===== config.mk =====
export PLATFORM = sky130hd
export DESIGN_NAME = cache_req_fabric
export DESIGN_NICKNAME = d
export VERILOG_FILES = /design/src/common/cache_fabric_pkg.sv /design/src/hw/cache_req_fabric.sv /design/src/hw/mem_arbiter.sv /design/src/hw/req_port/req_port.sv /design/src/hw/stride_prefetcher.sv
export SDC_FILE = /design/constraint.sdc
export NUM_CORES = 1
export LEC_CHECK = 0
export CORE_ASPECT_RATIO = 0.7
export CORE_MARGIN = 2
export CORE_UTILIZATION = 30
export DETAILED_ROUTE_END_ITERATION = 6
export DONT_BUFFER_PORTS = 1
export PLACE_DENSITY = 0.52
export RECOVER_POWER = 50
export SKIP_LAST_GASP = 1
export SYNTH_ARGS = -nofsm -noshare
export SYNTH_HDL_FRONTEND = slang
export SYNTH_SLANG_ARGS = --single-unit

===== constraint.sdc =====
create_clock -name clk_i -period 9.3 [get_ports clk_i]
set_clock_uncertainty 0.15 [all_clocks]
set_input_delay 0 -clock clk_i [delete_from_list [all_inputs] [get_ports clk_i]]
set_output_delay 0 -clock clk_i [all_outputs]
set_load 0.02 [all_outputs]

===== src/common/cache_fabric_pkg.sv =====
package cache_fabric_pkg;

  // Fabric sizing
  localparam int NUM_PORTS      = 4;
  localparam int NUM_REQUESTERS = NUM_PORTS + 1;  // Core ports plus prefetcher
  localparam int PF_SRC         = NUM_PORTS;

  localparam int ADDR_W = 32;
  localparam int DATA_W = 32;
  localparam int SRC_W  = 3;

  localparam int PORT_DEPTH  = 4;  // Also the core credits per port
  localparam int MEM_CREDITS = 4;

  // Derived widths
  localparam int PORT_PTR_W   = $clog2(PORT_DEPTH);
  localparam int PORT_CNT_W   = $clog2(PORT_DEPTH + 1);
  localparam int REQ_IDX_W    = $clog2(NUM_REQUESTERS);
  localparam int MEM_CREDIT_W = $clog2(MEM_CREDITS + 1);

  // Core to port
  typedef struct packed {
    logic              valid;
    logic              write;
    logic [ADDR_W-1:0] addr;
    logic [DATA_W-1:0] wdata;
  } core_req_t;

  // Port to core
  typedef struct packed {
    logic              valid;
    logic [DATA_W-1:0] rdata;
  } core_rsp_t;

  // Arbiter inputs and the memory request channel
  typedef struct packed {
    logic              valid;
    logic              write;
    logic [ADDR_W-1:0] addr;
    logic [DATA_W-1:0] wdata;
    logic [SRC_W-1:0]  src;
  } mem_req_t;

  // Memory response, broadcast to every port
  typedef struct packed {
    logic              valid;
    logic [SRC_W-1:0]  src;
    logic [DATA_W-1:0] rdata;
  } mem_rsp_t;

  // Prefetcher configuration, the set strobes load base and stride
  typedef struct packed {
    logic              base_set;
    logic [ADDR_W-1:0] base;
    logic              stride_set;
    logic [ADDR_W-1:0] stride;
    logic              enable;
  } pf_cfg_t;

endpackage


===== src/hw/cache_req_fabric.sv =====
`timescale 1ns/1ns

module cache_req_fabric (
  input  logic                                clk_i,
  input  logic                                rst_ni,
  input  cache_fabric_pkg::core_req_t         core_req_i [cache_fabric_pkg::NUM_PORTS],
  input  cache_fabric_pkg::pf_cfg_t           pf_cfg_i,
  input  logic                                mem_credit_i,
  input  cache_fabric_pkg::mem_rsp_t          mem_rsp_i,
  output logic                                core_credit_o [cache_fabric_pkg::NUM_PORTS],
  output cache_fabric_pkg::core_rsp_t         core_rsp_o [cache_fabric_pkg::NUM_PORTS],
  output cache_fabric_pkg::mem_req_t          mem_req_o,
  output logic [cache_fabric_pkg::ADDR_W-1:0] pf_base_o,
  output logic [cache_fabric_pkg::ADDR_W-1:0] pf_stride_o,
  output logic [15:0]                         pf_count_o
);

  import cache_fabric_pkg::*;

  // Arbiter slots 0..NUM_PORTS-1 are the core ports, PF_SRC is the prefetcher
  mem_req_t                  arb_req [NUM_REQUESTERS];
  logic [NUM_REQUESTERS-1:0] arb_grant;

  for (genvar p = 0; p < NUM_PORTS; p++) begin : gen_port
    req_port #(
      .SrcId         (p)
    ) i_req_port (
      .clk_i         (clk_i),
      .rst_ni        (rst_ni),
      .core_req_i    (core_req_i[p]),
      .grant_i       (arb_grant[p]),
      .mem_rsp_i     (mem_rsp_i),
      .head_o        (arb_req[p]),
      .core_credit_o (core_credit_o[p]),
      .core_rsp_o    (core_rsp_o[p])
    );
  end

  stride_prefetcher i_stride_prefetcher (
    .clk_i      (clk_i),
    .rst_ni     (rst_ni),
    .cfg_i      (pf_cfg_i),
    .snoop_i    (mem_req_o),  // Watches what actually went to memory
    .grant_i    (arb_grant[PF_SRC]),
    .pf_req_o   (arb_req[PF_SRC]),
    .base_o     (pf_base_o),
    .stride_o   (pf_stride_o),
    .pf_count_o (pf_count_o)
  );

  mem_arbiter i_mem_arbiter (
    .clk_i        (clk_i),
    .rst_ni       (rst_ni),
    .req_i        (arb_req),
    .mem_credit_i (mem_credit_i),
    .grant_o      (arb_grant),
    .mem_req_o    (mem_req_o)
  );

endmodule


===== src/hw/mem_arbiter.sv =====
`timescale 1ns/1ns

module mem_arbiter (
  input  logic                                        clk_i,
  input  logic                                        rst_ni,
  input  cache_fabric_pkg::mem_req_t                  req_i [cache_fabric_pkg::NUM_REQUESTERS],
  input  logic                                        mem_credit_i,
  output logic [cache_fabric_pkg::NUM_REQUESTERS-1:0] grant_o,
  output cache_fabric_pkg::mem_req_t                  mem_req_o
);

  import cache_fabric_pkg::*;

  logic [REQ_IDX_W-1:0]    rr_ptr_q;  // First requester to look at
  logic [REQ_IDX_W-1:0]    win_idx;
  logic                    win_found;
  logic                    issue;

  logic [MEM_CREDIT_W-1:0] credit_q;
  logic [MEM_CREDIT_W-1:0] credit_d;

  logic                    out_valid_q;
  logic                    out_write_q;
  logic [ADDR_W-1:0]       out_addr_q;
  logic [DATA_W-1:0]       out_wdata_q;
  logic [SRC_W-1:0]        out_src_q;

  // Round-robin search starting at the pointer
  always_comb begin
    int idx;
    win_found = 1'b0;
    win_idx   = '0;
    for (int i = 0; i < NUM_REQUESTERS; i++) begin
      idx = int'(rr_ptr_q) + i;
      if (idx >= NUM_REQUESTERS) idx = idx - NUM_REQUESTERS;
      if (!win_found && req_i[idx].valid) begin
        win_found = 1'b1;
        win_idx   = REQ_IDX_W'(idx);
      end
    end
  end

  assign issue = win_found && (credit_q != '0);  // Nothing goes out without a credit

  always_comb begin
    grant_o = '0;
    if (issue) grant_o[win_idx] = 1'b1;
  end

  // Credit counter, saturates at the reset value
  always_comb begin
    credit_d = credit_q;
    if (issue) credit_d = credit_d - 1'b1;
    if (mem_credit_i && (credit_d != MEM_CREDIT_W'(MEM_CREDITS))) begin
      credit_d = credit_d + 1'b1;
    end
  end

  always_ff @(posedge clk_i or negedge rst_ni) begin
    if (!rst_ni) begin
      credit_q    <= MEM_CREDIT_W'(MEM_CREDITS);
      rr_ptr_q    <= '0;
      out_valid_q <= 1'b0;
    end else begin
      credit_q    <= credit_d;
      out_valid_q <= issue;
      if (issue) begin
        rr_ptr_q <= (win_idx == REQ_IDX_W'(NUM_REQUESTERS - 1)) ? '0 : win_idx + 1'b1;
      end
    end
  end

  always_ff @(posedge clk_i) begin
    if (issue) begin
      out_write_q <= req_i[win_idx].write;
      out_addr_q  <= req_i[win_idx].addr;
      out_wdata_q <= req_i[win_idx].wdata;
      out_src_q   <= req_i[win_idx].src;
    end
  end

  assign mem_req_o.valid = out_valid_q;
  assign mem_req_o.write = out_write_q;
  assign mem_req_o.addr  = out_addr_q;
  assign mem_req_o.wdata = out_wdata_q;
  assign mem_req_o.src   = out_src_q;

endmodule


===== src/hw/req_port/req_port.sv =====
`timescale 1ns/1ns

module req_port #(
  parameter int unsigned SrcId = 0
) (
  input  logic                        clk_i,
  input  logic                        rst_ni,
  input  cache_fabric_pkg::core_req_t core_req_i,
  input  logic                        grant_i,
  input  cache_fabric_pkg::mem_rsp_t  mem_rsp_i,
  output cache_fabric_pkg::mem_req_t  head_o,
  output logic                        core_credit_o,
  output cache_fabric_pkg::core_rsp_t core_rsp_o
);

  import cache_fabric_pkg::*;

  // Queue storage
  logic                  q_write [PORT_DEPTH];
  logic [ADDR_W-1:0]     q_addr  [PORT_DEPTH];
  logic [DATA_W-1:0]     q_wdata [PORT_DEPTH];

  logic [PORT_PTR_W-1:0] wr_ptr_q;
  logic [PORT_PTR_W-1:0] rd_ptr_q;
  logic [PORT_CNT_W-1:0] count_q;
  logic                  push;
  logic                  pop;

  logic                  rsp_valid_q;
  logic [DATA_W-1:0]     rsp_rdata_q;

  function automatic logic [PORT_PTR_W-1:0] ptr_inc(input logic [PORT_PTR_W-1:0] ptr);
    if (ptr == PORT_PTR_W'(PORT_DEPTH - 1)) begin
      return '0;
    end
    return ptr + 1'b1;
  endfunction

  assign push = core_req_i.valid;  // Core never sends without a credit
  assign pop  = grant_i && (count_q != '0);

  always_ff @(posedge clk_i) begin
    if (push) begin
      q_write[wr_ptr_q] <= core_req_i.write;
      q_addr[wr_ptr_q]  <= core_req_i.addr;
      q_wdata[wr_ptr_q] <= core_req_i.wdata;
    end
  end

  always_ff @(posedge clk_i or negedge rst_ni) begin
    if (!rst_ni) begin
      wr_ptr_q <= '0;
      rd_ptr_q <= '0;
      count_q  <= '0;
    end else begin
      if (push) wr_ptr_q <= ptr_inc(wr_ptr_q);
      if (pop) rd_ptr_q <= ptr_inc(rd_ptr_q);
      case ({push, pop})
        2'b10:   count_q <= count_q + 1'b1;
        2'b01:   count_q <= count_q - 1'b1;
        default: count_q <= count_q;  // Idle, or push and pop together
      endcase
    end
  end

  // Head entry as seen by the arbiter, stamped with our source number
  always_comb begin
    head_o.valid = (count_q != '0);
    head_o.write = q_write[rd_ptr_q];
    head_o.addr  = q_addr[rd_ptr_q];
    head_o.wdata = q_wdata[rd_ptr_q];
    head_o.src   = SRC_W'(SrcId);
  end

  // One credit back per entry that leaves
  assign core_credit_o = pop;

  // Pick out our own responses from the broadcast
  always_ff @(posedge clk_i or negedge rst_ni) begin
    if (!rst_ni) begin
      rsp_valid_q <= 1'b0;
    end else begin
      rsp_valid_q <= mem_rsp_i.valid && (mem_rsp_i.src == SRC_W'(SrcId));
    end
  end

  always_ff @(posedge clk_i) begin
    if (mem_rsp_i.valid && (mem_rsp_i.src == SRC_W'(SrcId))) begin
      rsp_rdata_q <= mem_rsp_i.rdata;
    end
  end

  assign core_rsp_o.valid = rsp_valid_q;
  assign core_rsp_o.rdata = rsp_rdata_q;

endmodule


===== src/hw/stride_prefetcher.sv =====
`timescale 1ns/1ns

module stride_prefetcher (
  input  logic                                clk_i,
  input  logic                                rst_ni,
  input  cache_fabric_pkg::pf_cfg_t           cfg_i,
  input  cache_fabric_pkg::mem_req_t          snoop_i,
  input  logic                                grant_i,
  output cache_fabric_pkg::mem_req_t          pf_req_o,
  output logic [cache_fabric_pkg::ADDR_W-1:0] base_o,
  output logic [cache_fabric_pkg::ADDR_W-1:0] stride_o,
  output logic [15:0]                         pf_count_o
);

  import cache_fabric_pkg::*;

  logic [ADDR_W-1:0] base_q;
  logic [ADDR_W-1:0] stride_q;
  logic [ADDR_W-1:0] next_addr;
  logic [15:0]       count_q;

  logic              pf_valid_q;
  logic [ADDR_W-1:0] pf_addr_q;
  logic              trigger;
  logic              taken;

  assign next_addr = base_q + stride_q;

  // Load from port 0 that hits the base, one pending prefetch at a time
  assign trigger = cfg_i.enable && !pf_valid_q
                && snoop_i.valid && !snoop_i.write
                && (snoop_i.src == SRC_W'(0))
                && (snoop_i.addr == base_q);

  assign taken = grant_i && pf_valid_q;

  always_ff @(posedge clk_i or negedge rst_ni) begin
    if (!rst_ni) begin
      base_q     <= '0;
      stride_q   <= '0;
      count_q    <= '0;
      pf_valid_q <= 1'b0;
    end else begin
      if (cfg_i.stride_set) stride_q <= cfg_i.stride;

      if (cfg_i.base_set) begin
        base_q <= cfg_i.base;  // Software write wins over the advance
      end else if (taken) begin
        base_q <= next_addr;
      end

      if (taken) begin
        pf_valid_q <= 1'b0;
        count_q    <= count_q + 1'b1;
      end else if (trigger) begin
        pf_valid_q <= 1'b1;
      end
    end
  end

  always_ff @(posedge clk_i) begin
    if (trigger) pf_addr_q <= next_addr;
  end

  // Read only, on the prefetcher's own source slot
  always_comb begin
    pf_req_o.valid = pf_valid_q;
    pf_req_o.write = 1'b0;
    pf_req_o.addr  = pf_addr_q;
    pf_req_o.wdata = '0;
    pf_req_o.src   = SRC_W'(PF_SRC);
  end

  assign base_o     = base_q;
  assign stride_o   = stride_q;
  assign pf_count_o = count_q;

endmodule


[Word level (Yosys, flattened, before mapping)]
Memory sizes are Yosys's and may differ from the RTL's.
Index checks and enable logic that the tools add are counted.
Operators by class
  add/sub/neg operators: 30
  $lt $le $gt $ge: 13
  equal/unequal tests: 22
  muxes and demuxes: 87
  bitwise gates (word level): 6
  reduce and logical (&&, ||, !) cells: 40
Operators by type and width (count)
  69-bit binary-select mux with 3-bit select: 6
  69-bit 2-to-1 mux: 10
  32-bit by 4-bit >= comparator with 1-bit output, second input constant: 9
  32-bit 2-to-1 mux: 7
  32-bit NOT: 5
  68-bit 2-to-1 mux: 2
  32-bit by 4-bit subtractor with 32-bit output, second input constant: 4
  32-bit adder: 1
  32-bit equality test: 1
  1-bit 2-to-1 mux: 32
  2-bit 2-to-1 mux: 16
  2-bit equality test, second input constant: 12
  3-bit 2-to-1 mux: 8
  3-bit one-hot mux with 2 select lines: 4
  1-bit logical AND: 21
  3-bit by 1-bit adder with 3-bit output, second input constant: 6
  16-bit by 1-bit adder with 16-bit output, second input constant: 1
  2-bit by 1-bit adder with 2-bit output, second input constant: 8
  3-bit nonzero test: 5
  3-bit by 1-bit subtractor with 3-bit output, second input constant: 5
  2-bit nonzero test: 6
  3-bit by 2-bit adder with 4-bit output, second input constant: 2
  2-bit by 1-bit equality test with 1-bit output, second input constant: 4
  3-bit by 2-bit equality test with 1-bit output, second input constant: 2
  15 further kinds: 21
Storage, ports and cells
  register bits after elaboration: 348
  RAM bits: 1040
  input bits: 370
  output and inout bits: 285
  word-level logic and storage cells: 242
  memories kept: 12
Memory list
  gen_port[0].i_req_port.q_addr: depth 4, width 32, read ports 1, clocked after Yosys merged registers in 0, write ports 1, RTL line req_port.sv:20  | logic [ADDR_W-1:0] q_addr [PORT_DEPTH];
  gen_port[0].i_req_port.q_wdata: depth 4, width 32, read ports 1, clocked after Yosys merged registers in 0, write ports 1, RTL line req_port.sv:21  | logic [DATA_W-1:0] q_wdata [PORT_DEPTH];
  gen_port[1].i_req_port.q_addr: depth 4, width 32, read ports 1, clocked after Yosys merged registers in 0, write ports 1, RTL line req_port.sv:20
  gen_port[1].i_req_port.q_wdata: depth 4, width 32, read ports 1, clocked after Yosys merged registers in 0, write ports 1, RTL line req_port.sv:21
  gen_port[2].i_req_port.q_addr: depth 4, width 32, read ports 1, clocked after Yosys merged registers in 0, write ports 1, RTL line req_port.sv:20
  gen_port[2].i_req_port.q_wdata: depth 4, width 32, read ports 1, clocked after Yosys merged registers in 0, write ports 1, RTL line req_port.sv:21
  6 more memories

[Depth between registers and ports, before layout]
Gate-level depths: netlist of the first run.
  depth in word-level cells: 27
  depth in mapped cells: 22
  mapped depth without buffers: 19

[Cells and area by module]
A second synthesis of the first run with hierarchy kept.
Unflattened totals
  cell total of the unflattened synthesis: 2873
  area total of the unflattened synthesis: 56250.2 µm²
By module, submodules not included
  req_port at gen_port[1].i_req_port ...: instances 2, cells an instance 419, area each 10869.2 µm², seq. area each 8968.6 µm²
  req_port at gen_port[3].i_req_port: instances 1, cells an instance 420, area each 10867.9 µm², seq. area each 8968.6 µm²
  req_port at gen_port[0].i_req_port: instances 1, cells an instance 418, area each 10864.2 µm², seq. area each 8968.6 µm²
  stride_prefetcher: instances 1, cells an instance 629, area each 6625.1 µm², seq. area each 2987.9 µm²
  mem_arbiter: instances 1, cells an instance 568, area each 6154.7 µm², seq. area each 2218.4 µm²

[Worst setup path after synthesis of the first run]
OpenSTA, ideal clock, no wires.
  kind: flip-flop to flip-flop
  start: register i_mem_arbiter.out_addr_q[10]
  end: register i_stride_prefetcher.pf_addr_q[0], enable pin
  library setup time: 0.505 ns
  arrival: 4.231 ns
  slack: 4.414 ns
  stages on the path, launching flop included: 5
  path buffers: 0
  clock period less this slack: 4.886 ns
  path through: edfxtp_1 > xor2_1 > nor4_1 > nand3_1 > nor4_1
Between the ends
  word-level cells in the longest chain between the ends: 2
Ends and longest elaborated chain
  start, declared: RTL line mem_arbiter.sv:24  | logic [ADDR_W-1:0] out_addr_q;
  start signal, assigned: RTL line mem_arbiter.sv:76  | out_addr_q <= req_i[win_idx].addr;
  32-bit equality test: RTL line stride_prefetcher.sv:33  | && (snoop_i.addr == base_q);
  1-bit logical AND: RTL line stride_prefetcher.sv:33
  via i_stride_prefetcher.trigger: RTL line stride_prefetcher.sv:24  | logic trigger;
  end signal, assigned: RTL line stride_prefetcher.sv:62  | if (trigger) pf_addr_q <= next_addr;
  end, declared: RTL line stride_prefetcher.sv:23  | logic [ADDR_W-1:0] pf_addr_q;
The timed path passes the listed nets, and every way through them passes these cells.
A chain may end at the register's enable or synchronous reset.

==> results of run 1 <==
## worst register-to-register path, stage by stage, from the launching register on
cell and delay (ps):
dfrtp_1 920, inv_2 280, ha_1 750, inv_1 280, o311ai_2 140, nand3_1 170, a32oi_2 350, o21ai_2 200
nor3b_2 970, a21o_4 620, inv_2 430, nor4_4 750, ha_1 310, inv_1 60, fa_1 370, xor2_1 150
nor2_1 120, xor2_1 150
## Yosys cell counts, drive strengths merged (4+ instances only)
| cell type | n |
|---|---|
| xor2 | 46 |
| nor2b | 12 |
| dfrtp | 119 |
| o211ai | 6 |
| clkbuf | 77 |
| and2 | 19 |
| mux2 | 42 |
| nor3 | 19 |
| nand4 | 10 |
| mux2i | 127 |
| o21ai | 72 |
| nand2 | 123 |
| buf | 58 |
| a2111oi | 9 |
| inv | 81 |
| or3 | 12 |
| a211o | 5 |
| nand3 | 28 |
| o21bai | 7 |
| nand2b | 8 |
| o211a | 4 |
| xnor2 | 42 |
| o21a | 6 |
| and3 | 6 |
| nor2 | 60 |
| o22ai | 34 |
| and4 | 4 |
| or2 | 4 |
| a211oi | 39 |
| o311ai | 5 |
| a31oi | 5 |
| fa | 6 |
| a21o | 12 |
| mux4 | 260 |
| ha | 68 |
| a21oi | 39 |
| a311oi | 19 |
| o41ai | 4 |
| edfxtp | 1268 |
| nor4 | 12 |
| o221ai | 17 |
## logic make-up (layout without fill, tap and decap cells)
family / count (synthesis) / count (layout)
adders and majority gates: 74 / 74
AOI/OAI and AO/OA: 310 / 310
other: 0 / 8
muxes: 429 / 429
and+or+nand+nor: 333 / 333
xor gates and xnor gates: 88 / 88
DFF: 1388 / 1388
buffers and inverters: 216 / 1175
## power by group
part           internal (mW)  switching (mW)  total [mW]
logic                   4.15            6.81        11.0
clock network           3.32            2.49        5.81
registers               8.44            1.19        9.63
## area by class of cell
class,count,area [um^2],area share
antenna,8,20.0,0.000282
clock buffer,188,3980,0.0561
clock inverter,73,672,0.00948
inverter,81,307,0.00432
multi-input combinational,1234,13500,0.190
sequential,1388,41100,0.580
tap,2460,3080,0.0434
timing repair buffer,833,8240,0.116
## path summary, 6_finish.rpt
kind	from	to	slack, ps	depth (start not counted)
max	i_mem_arbiter.rr_ptr_q[0]	gen_port[1].i_req_port.count_q[2]	2070	17
min	mem_rsp_i[34]	gen_port[2].i_req_port.rsp_rdata_q[18]	140	3
max reg2reg	i_mem_arbiter.rr_ptr_q[0]	gen_port[1].i_req_port.count_q[2]	2070	17
min reg2reg	gen_port[2].i_req_port.count_q[2]	gen_port[2].i_req_port.count_q[2]	310	1
max in group asynchronous	rst_ni	i_stride_prefetcher.base_o[25]	7640	4
min in group asynchronous	rst_ni	i_mem_arbiter.credit_q[2]	500	3
## state kept, by name (all words and copies together) (netlist names), 16 cells and up
name and cells:
gen_port.i_req_port.q_addr 512, gen_port.i_req_port.q_wdata 512, gen_port.i_req_port.q_write 16, gen_port.i_req_port.rsp_rdata_q 128, i_mem_arbiter.out_addr_q 32, i_mem_arbiter.out_wdata_q 32, i_stride_prefetcher.base_o 32, i_stride_prefetcher.pf_addr_q 32
i_stride_prefetcher.pf_count_o 16, i_stride_prefetcher.stride_o 32
## layer usage
metal,share of wire,routed length [um],vias up
li1,-,-,13200
met5,0.00015,26,-
met2,0.47,82000,1110
met4,0.027,4680,4
met3,0.065,11200,247
met1,0.43,75300,16400
## stage by stage
stage	setup WS (ps)	total power, mW	instance area (um^2)
after floorplan	4410	16.6	55500
after global placement	2390	20.3	58400
after detailed placement	2150	20.5	58400
after CTS	2170	26.8	70900
after global routing	1670	27.7	70900
final	2070	26.4	70900
==> impl_table.tex, run 1 <==
\begin{tabular}{lr}
\hline
Metric & Value \\
\hline
\multicolumn{2}{l}{\textbf{CTS}} \\
\quad Post-CTS setup repair buffer count & 0 \\
\quad Master cell of the clock root buffer & clkbuf\_16 \\
\quad Clock buffer count from CTS & 151 \\
\quad Number of levels the H-tree was split into & 4 \\
\quad Sink count of the clock tree & 1388 \\
\quad Cells resized by post-CTS repair & 0 \\
\quad Later-pin clock latency in the skew report & 800 ps \\
\quad Clk buf depth & 4 \\
\quad Register clock-pin slew on the reported worst setup and hold paths & 70 ps \\
\quad Clock tree from TritonCTS & built \\
\quad Hold Buf Count CTS & 781 \\
\multicolumn{2}{l}{\textbf{GRT}} \\
\quad Global-route track usage on met3 & 0.0394 \\
\quad Vias in the first global route & 31900 \\
\quad Global Route met1 Usage & 0.244 \\
\quad Global-route wire length before repair & 243 mm \\
\quad Global router's overall resource usage & 0.179 \\
\quad Maximum number of pins on one net before global-route repair & 120 \\
\quad Overall overflow remaining after global route & 0 \\
\quad Number of antenna violations at the first check in global routing & 9 \\
\quad Global-route met2 utilization & 0.290 \\
\quad Most crowded layer after global routing & met2 \\
\multicolumn{2}{l}{\textbf{Yosys}} \\
\quad Gate count after technology mapping & 2838 \\
\quad Share of the synthesized area in compound gates (AO/OA/AOI/OAI) & 0.0423 \\
\quad Post-synthesis instance area & 55500 um\^{}2 \\
\quad Total of warnings raised by yosys & 0 \\
\quad Async set or reset register ratio after synthesis & 0.0865 \\
\quad Syn\_nets & 3282 \\
\quad Cell taking the most area after synthesis & edfxtp\_1 \\
\quad Main combinational cell family by area after synthesis & multiplexers \\
\quad Post-synth EDFFs & 1268 \\
\quad Most frequently used flop master after synthesis & edfxtp\_1 \\
\quad Area share of fa/ha/maj cells after synthesis & 0.0175 \\
\quad Top-area cell type share of the netlist area & 0.687 \\
\quad Post-synth cell types & 94 \\
\quad Total of flip-flops plus latches after synthesis & 1388 \\
\quad Ranking of synthesized cells by area & edfxtp\_1, mux4\_2, dfrtp\_1 \\
\quad Fraction of the yosys area taken by sequential cells & 0.741 \\
\quad Multiplexer share of the synthesized area & 0.137 \\
\quad Post-Synthesis Mean Instance Area & 19.5 um\^{}2 \\
\quad Xor and xnor area share after synthesis & 0.0139 \\
\quad Share of synthesized cell area in and, or, nand and nor gates & 0.0303 \\
\multicolumn{2}{l}{\textbf{Placement}} \\
\quad Placed wire-length estimate after detailed placement & 116 mm \\
\quad Global placer's final weighted congestion & 0.858 \\
\quad Number of port buffers & 0 \\
\quad Cell count after placement & 5215 \\
\multicolumn{2}{l}{\textbf{Worst setup path}} \\
\quad Required time at the endpoint of the critical path & 9860 ps \\
\quad Max stage delay on crit path & 970 ps \\
\quad Maximum fanout count along the critical path & 38 \\
\quad Path type of the worst setup path & reg -> reg \\
\quad Worst-path cell chain & inv\_2 -> ha\_1 -> inv\_1 -> o311ai\_2 -> nand3\_1 -> a32oi\_2 -> o21ai\_2 -> nor3b\_2 -> a21o\_4 -> inv\_2 -> nor4\_4 -> ha\_1 -> inv\_1 -> fa\_1 -> xor2\_1 -> nor2\_1 -> xor2\_1 \\
\quad Family of cells with the greatest summed delay on the critical path & simple AND/OR/NAND/NOR gates \\
\quad Worst path slowest cell & nor3b\_2 \\
\quad Startpoint kind of the worst setup timing path & flip-flop \\
\quad Bufs and invs on worst path & 4 \\
\quad Sort of element at the end of the critical path & flip-flop \\
\quad Data arrival at the endpoint of the critical path & 7790 ps \\
\multicolumn{2}{l}{\textbf{Timing}} \\
\quad Setup TNS Final & 0 ps \\
\quad Setup-violating endpoint count in the final report & 0 \\
\quad Final count of pins violating max slew & 68 \\
\quad Hold Worst Slack & 141 ps \\
\quad Worst-case headroom to the max-slew limit & -0.440 \\
\quad Final hold viol count & 0 \\
\quad Clock period minus final worst setup slack & 7230 ps \\
\quad Worst Tran Pin Value & 2160 ps \\
\quad F\_max & 0.138 GHz \\
\quad RSZ-0062 raised after global routing & false \\
\quad Fraction of the cycle the final worst path needs & 0.777 \\
\multicolumn{2}{l}{\textbf{Flow run}} \\
\quad Max-cap violation count & 2 \\
\multicolumn{2}{l}{\textbf{Floorplan}} \\
\quad Initial core utilization & 0.303 \\
\quad X dimension of the die & 518 um \\
\quad Standard-cell row count & 131 \\
\quad Die Footprint & 188000 um\^{}2 \\
\quad Floorplan Core Area & 183000 um\^{}2 \\
\quad Y dimension of the die & 364 um \\
\quad Boundary pin count & 655 \\
\multicolumn{2}{l}{\textbf{Cells and area}} \\
\quad Filler cell count & 16700 \\
\quad Most frequent standard cell in the layout excluding fill and tap cells & edfxtp\_1 \\
\quad Net count, final & 4133 \\
\quad Share of final-layout standard cells stronger than drive strength 1 & 0.168 \\
\quad Post-layout utilization of the core & 0.387 \\
\quad Commonest cells after routing, fill and taps aside & edfxtp\_1, dlygate4sd3\_1, mux4\_2 \\
\quad Area delta synth->final & 27.8\% \\
\quad Number of standard cells in the final layout excluding fillers & 6265 \\
\multicolumn{2}{l}{\textbf{Route}} \\
\quad Vias & 31000 \\
\quad DRC errors left & 0 \\
\quad Iteration-0 DRC count of the detailed router & 2911 \\
\quad Final wirelength & 173 mm \\
\quad Vias per cell & 4.95 \\
\quad Number of routed nets with antenna violations & 0 \\
\quad First-pass DRT Iterations & 7 \\
\quad Post-detailed-route wirelength per cell & 27.6 um \\
\multicolumn{2}{l}{\textbf{Power and ir drop}} \\
\quad Leakage power & 24.0 nW \\
\quad Power density of the placed cells & 373 nW/um\^{}2 \\
\quad Worst VDD drop & 0.650 mV \\
\multicolumn{2}{l}{\textbf{Status}} \\
\quad Outcome & complete, but fails checks \\
\quad Violations in the final reports & capacitance limit, slew limit \\
\multicolumn{2}{l}{\textbf{Worst hold path}} \\
\quad Worst hold path type & in -> reg \\
\hline
\end{tabular}
Note: power is estimated with default switching activity, not from simulation.
==> inputs of run 2 (changes only) <==
==> constraint.sdc (replaced) <==
create_clock -name clk_i -period 6.7 [get_ports clk_i]
set_clock_uncertainty 0.15 [all_clocks]
set_input_delay 0 -clock clk_i [delete_from_list [all_inputs] [get_ports clk_i]]
set_output_delay 0 -clock clk_i [all_outputs]
set_load 0.02 [all_outputs]
==> run 2 against run 1 <==
  * The flow still finishes with violations (capacitance limit, slew limit)
  * Via count is 0.34% lower
  * Die area stayed put
  * Highest routed layer unchanged
  * First-iteration DRC count is 0.96% higher
  * Design area is 0.20% higher
  * Critical endpoint is now i_mem_arbiter.out_wdata_q[10]
  * Routed wire length is 1.0% higher
==> impl_table.tex, run 2 (same netlist as run 1, synthesis figures left out) <==
\begin{tabular}{lr}
\hline
Metric & Value \\
\hline
\multicolumn{2}{l}{\textbf{Power and ir drop}} \\
\quad Combinational power share & 0.404 \\
\quad Cell internal power dissipation & 22.3 mW \\
\quad Leakage power & 24.1 nW \\
\quad Sw Pwr & 14.2 mW \\
\quad Switching part of the total power & 0.389 \\
\quad Worst VDD drop & 0.952 mV \\
\quad Power density of the placed cells & 513 nW/um\^{}2 \\
\quad Clock power share & 0.228 \\
\quad Sequential cell fraction of total power & 0.368 \\
\multicolumn{2}{l}{\textbf{Worst setup path}} \\
\quad Cell repeated most along the worst path & inv\_1 \\
\quad Data arrival at the endpoint of the critical path & 6350 ps \\
\quad Max stage delay on crit path & 850 ps \\
\quad Worst-path cell chain & inv\_1 -> ha\_1 -> inv\_1 -> o211a\_1 -> o32ai\_2 -> inv\_1 -> or3\_1 -> o32a\_1 -> a21boi\_4 -> buf\_4 -> nand2\_4 -> o22ai\_1 \\
\quad Bufs and invs on worst path & 4 \\
\quad Required time at the endpoint of the critical path & 7140 ps \\
\quad Family of cells with the greatest summed delay on the critical path & compound AO/OA/AOI/OAI gates \\
\quad Maximum fanout count along the critical path & 59 \\
\quad Worst path slowest cell & buf\_4 \\
\quad Startpoint kind of the worst setup timing path & flip-flop \\
\quad Sort of element at the end of the critical path & flip-flop \\
\quad Path type of the worst setup path & reg -> reg \\
\multicolumn{2}{l}{\textbf{Placement}} \\
\quad Pre-CTS setup slack & 843 ps \\
\quad Placed wire-length estimate after detailed placement & 116 mm \\
\quad Global placer's final weighted congestion & 0.884 \\
\quad Total placed instance area & 58400 um\^{}2 \\
\quad Number of port buffers & 0 \\
\multicolumn{2}{l}{\textbf{Timing}} \\
\quad F\_max & 0.169 GHz \\
\quad Final count of pins violating max slew & 222 \\
\quad Final hold viol count & 0 \\
\quad Clock period minus final worst setup slack & 5910 ps \\
\quad RSZ-0062 raised after global routing & false \\
\quad Setup TNS Final & 0 ps \\
\quad Setup-violating endpoint count in the final report & 0 \\
\quad Worst-case headroom to the max-slew limit & -1.41 \\
\quad Hold Worst Slack & 248 ps \\
\quad Fraction of the cycle the final worst path needs & 0.882 \\
\quad Worst Tran Pin Value & 3610 ps \\
\quad Final setup margin & 790 ps \\
\multicolumn{2}{l}{\textbf{Cells and area}} \\
\quad Total area of multi-input combinational cells & 13500 um\^{}2 \\
\quad Net count, final & 4117 \\
\quad Share of final-layout standard cells stronger than drive strength 1 & 0.169 \\
\quad Largest registers & gen\_port.i\_req\_port.q\_addr x512, gen\_port.i\_req\_port.q\_wdata x512, gen\_port.i\_req\_port.rsp\_rdata\_q x128 \\
\quad Area taken by flip-flops and latches & 41100 um\^{}2 \\
\quad Area delta synth->final & 28.1\% \\
\quad Post-route cell area & 71000 um\^{}2 \\
\quad Filler cell count & 16600 \\
\quad Commonest cells after routing, fill and taps aside & edfxtp\_1, dlygate4sd3\_1, mux4\_2 \\
\quad Most frequent standard cell in the layout excluding fill and tap cells & edfxtp\_1 \\
\multicolumn{2}{l}{\textbf{Route}} \\
\quad Post-detailed-route wirelength per cell & 28.0 um \\
\quad Number of routed nets with antenna violations & 0 \\
\quad First-pass DRT Iterations & 5 \\
\quad DRC errors left & 0 \\
\quad Vias per cell & 4.94 \\
\quad Final wirelength & 175 mm \\
\quad Iteration-0 DRC count of the detailed router & 2939 \\
\quad Vias & 30900 \\
\multicolumn{2}{l}{\textbf{CTS}} \\
\quad Register clock-pin slew on the reported worst setup and hold paths & 70 ps \\
\quad Master cell of the clock root buffer & clkbuf\_16 \\
\quad Sink count of the clock tree & 1388 \\
\quad Clock tree from TritonCTS & built \\
\quad Cells resized by post-CTS repair & 0 \\
\quad Number of levels the H-tree was split into & 4 \\
\quad Post-CTS setup repair buffer count & 0 \\
\quad Clk buf depth & 3 \\
\quad Hold Buf Count CTS & 778 \\
\quad Clock buffer count from CTS & 143 \\
\quad Later-pin clock latency in the skew report & 780 ps \\
\multicolumn{2}{l}{\textbf{GRT}} \\
\quad Global router's overall resource usage & 0.183 \\
\quad Global-route wire length before repair & 246 mm \\
\quad Overall overflow remaining after global route & 0 \\
\quad Vias in the first global route & 31700 \\
\quad Maximum number of pins on one net before global-route repair & 120 \\
\quad Number of antenna violations at the first check in global routing & 9 \\
\multicolumn{2}{l}{\textbf{Floorplan}} \\
\quad Standard-cell row count & 131 \\
\quad Y dimension of the die & 364 um \\
\quad Initial core utilization & 0.303 \\
\quad Die Footprint & 188000 um\^{}2 \\
\quad Floorplan Core Area & 183000 um\^{}2 \\
\quad Boundary pin count & 655 \\
\quad X dimension of the die & 518 um \\
\multicolumn{2}{l}{\textbf{Status}} \\
\quad Outcome & complete, but fails checks \\
\quad Violations in the final reports & capacitance limit, slew limit \\
\multicolumn{2}{l}{\textbf{Flow run}} \\
\quad Max-cap violation count & 4 \\
\multicolumn{2}{l}{\textbf{Worst hold path}} \\
\quad Worst hold path type & in -> async \\
\hline
\end{tabular}
[run 2: changes by cell type in the layout (fill, tap and decap cells not counted), moves of 5 or more]
cell | previous run | this run
clkbuf_1 | 35 | 22
clkbuf_16 | 152 | 146
buf_4 | 50 | 41
inv_6 | 5 | 10
clkinv_2 | 23 | 18
clkbuf_8 | 4 | 9
bufinv_16 | 10 | 17
[run 2: routing by layer]
metal  wire length (um)  up-vias  global-route usage
met3              10100      235              0.0376
met2              82900     1016               0.291
met5                 27        -                   0
met1              76800    16400               0.249
li1                   -    13200                   -
met4               5130        4              0.0603
[run 2: final cells by class]
| type | count | area share |
|---|---|---|
| Antenna cell | 6 | 0.000211 |
| Sequential cell | 1388 | 0.579 |
| Timing Repair Buffer | 825 | 0.115 |
| Inverter | 81 | 0.00432 |
| Clock buffer | 173 | 0.0541 |
| Tap cell | 2460 | 0.0433 |
| Multi-Input combinational cell | 1234 | 0.190 |
| Clock inverter | 89 | 0.0143 |
[run 2: worst reg2reg max path: stages, from the launching register on]
cell,delay [ps]
dfrtp_1,680
inv_1,260
ha_1,700
inv_1,270
o211a_1,180
o32ai_2,430
inv_1,130
or3_1,390
o32a_1,330
a21boi_4,340
buf_4,850
nand2_4,620
o22ai_1,400
[run 2: power groups by stage]
| stage | combinational (mW) | clock, mW | sequential (mW) |
|---|---|---|---|
| 3_5_place_dp | 14.4 | 0 | 13.6 |
| 3_3_place_gp | 14.2 | 0 | 13.6 |
| 6_report | 14.7 | 8.30 | 13.4 |
| 4_1_cts | 15.0 | 8.46 | 13.5 |
| 2_1_floorplan | 10.3 | 0 | 12.7 |
| 5_1_grt | 15.9 | 8.82 | 13.6 |
[run 2: worst paths after layout]
path                                                   start                            endpoint  slack (ps)  cells past startpoint
min in group clk_i                              pf_cfg_i[25]    i_stride_prefetcher.stride_o[24]         280                      3
setup reg to reg                   i_mem_arbiter.rr_ptr_q[1]       i_mem_arbiter.out_wdata_q[10]         790                     12
setup / recovery                   i_mem_arbiter.rr_ptr_q[1]       i_mem_arbiter.out_wdata_q[10]         790                     12
hold reg to reg            gen_port[2].i_req_port.count_q[2]   gen_port[2].i_req_port.count_q[2]         320                      1
hold / removal                                        rst_ni           i_mem_arbiter.credit_q[2]         250                      3
max in group asynchronous                             rst_ni  gen_port[2].i_req_port.rd_ptr_q[0]        2300                      4
[run 2: stage by stage]
stage / utilization / cells / power, mW
after global routing: 0.388 / 6254 / 38.3
after CTS: 0.389 / 6250 / 37.0
after floorplan: - / 2838 / 23.1
after detailed placement: 0.319 / 5210 / 28.0
after global placement: 0.319 / 5210 / 27.8
final: 0.388 / 6256 / 36.5
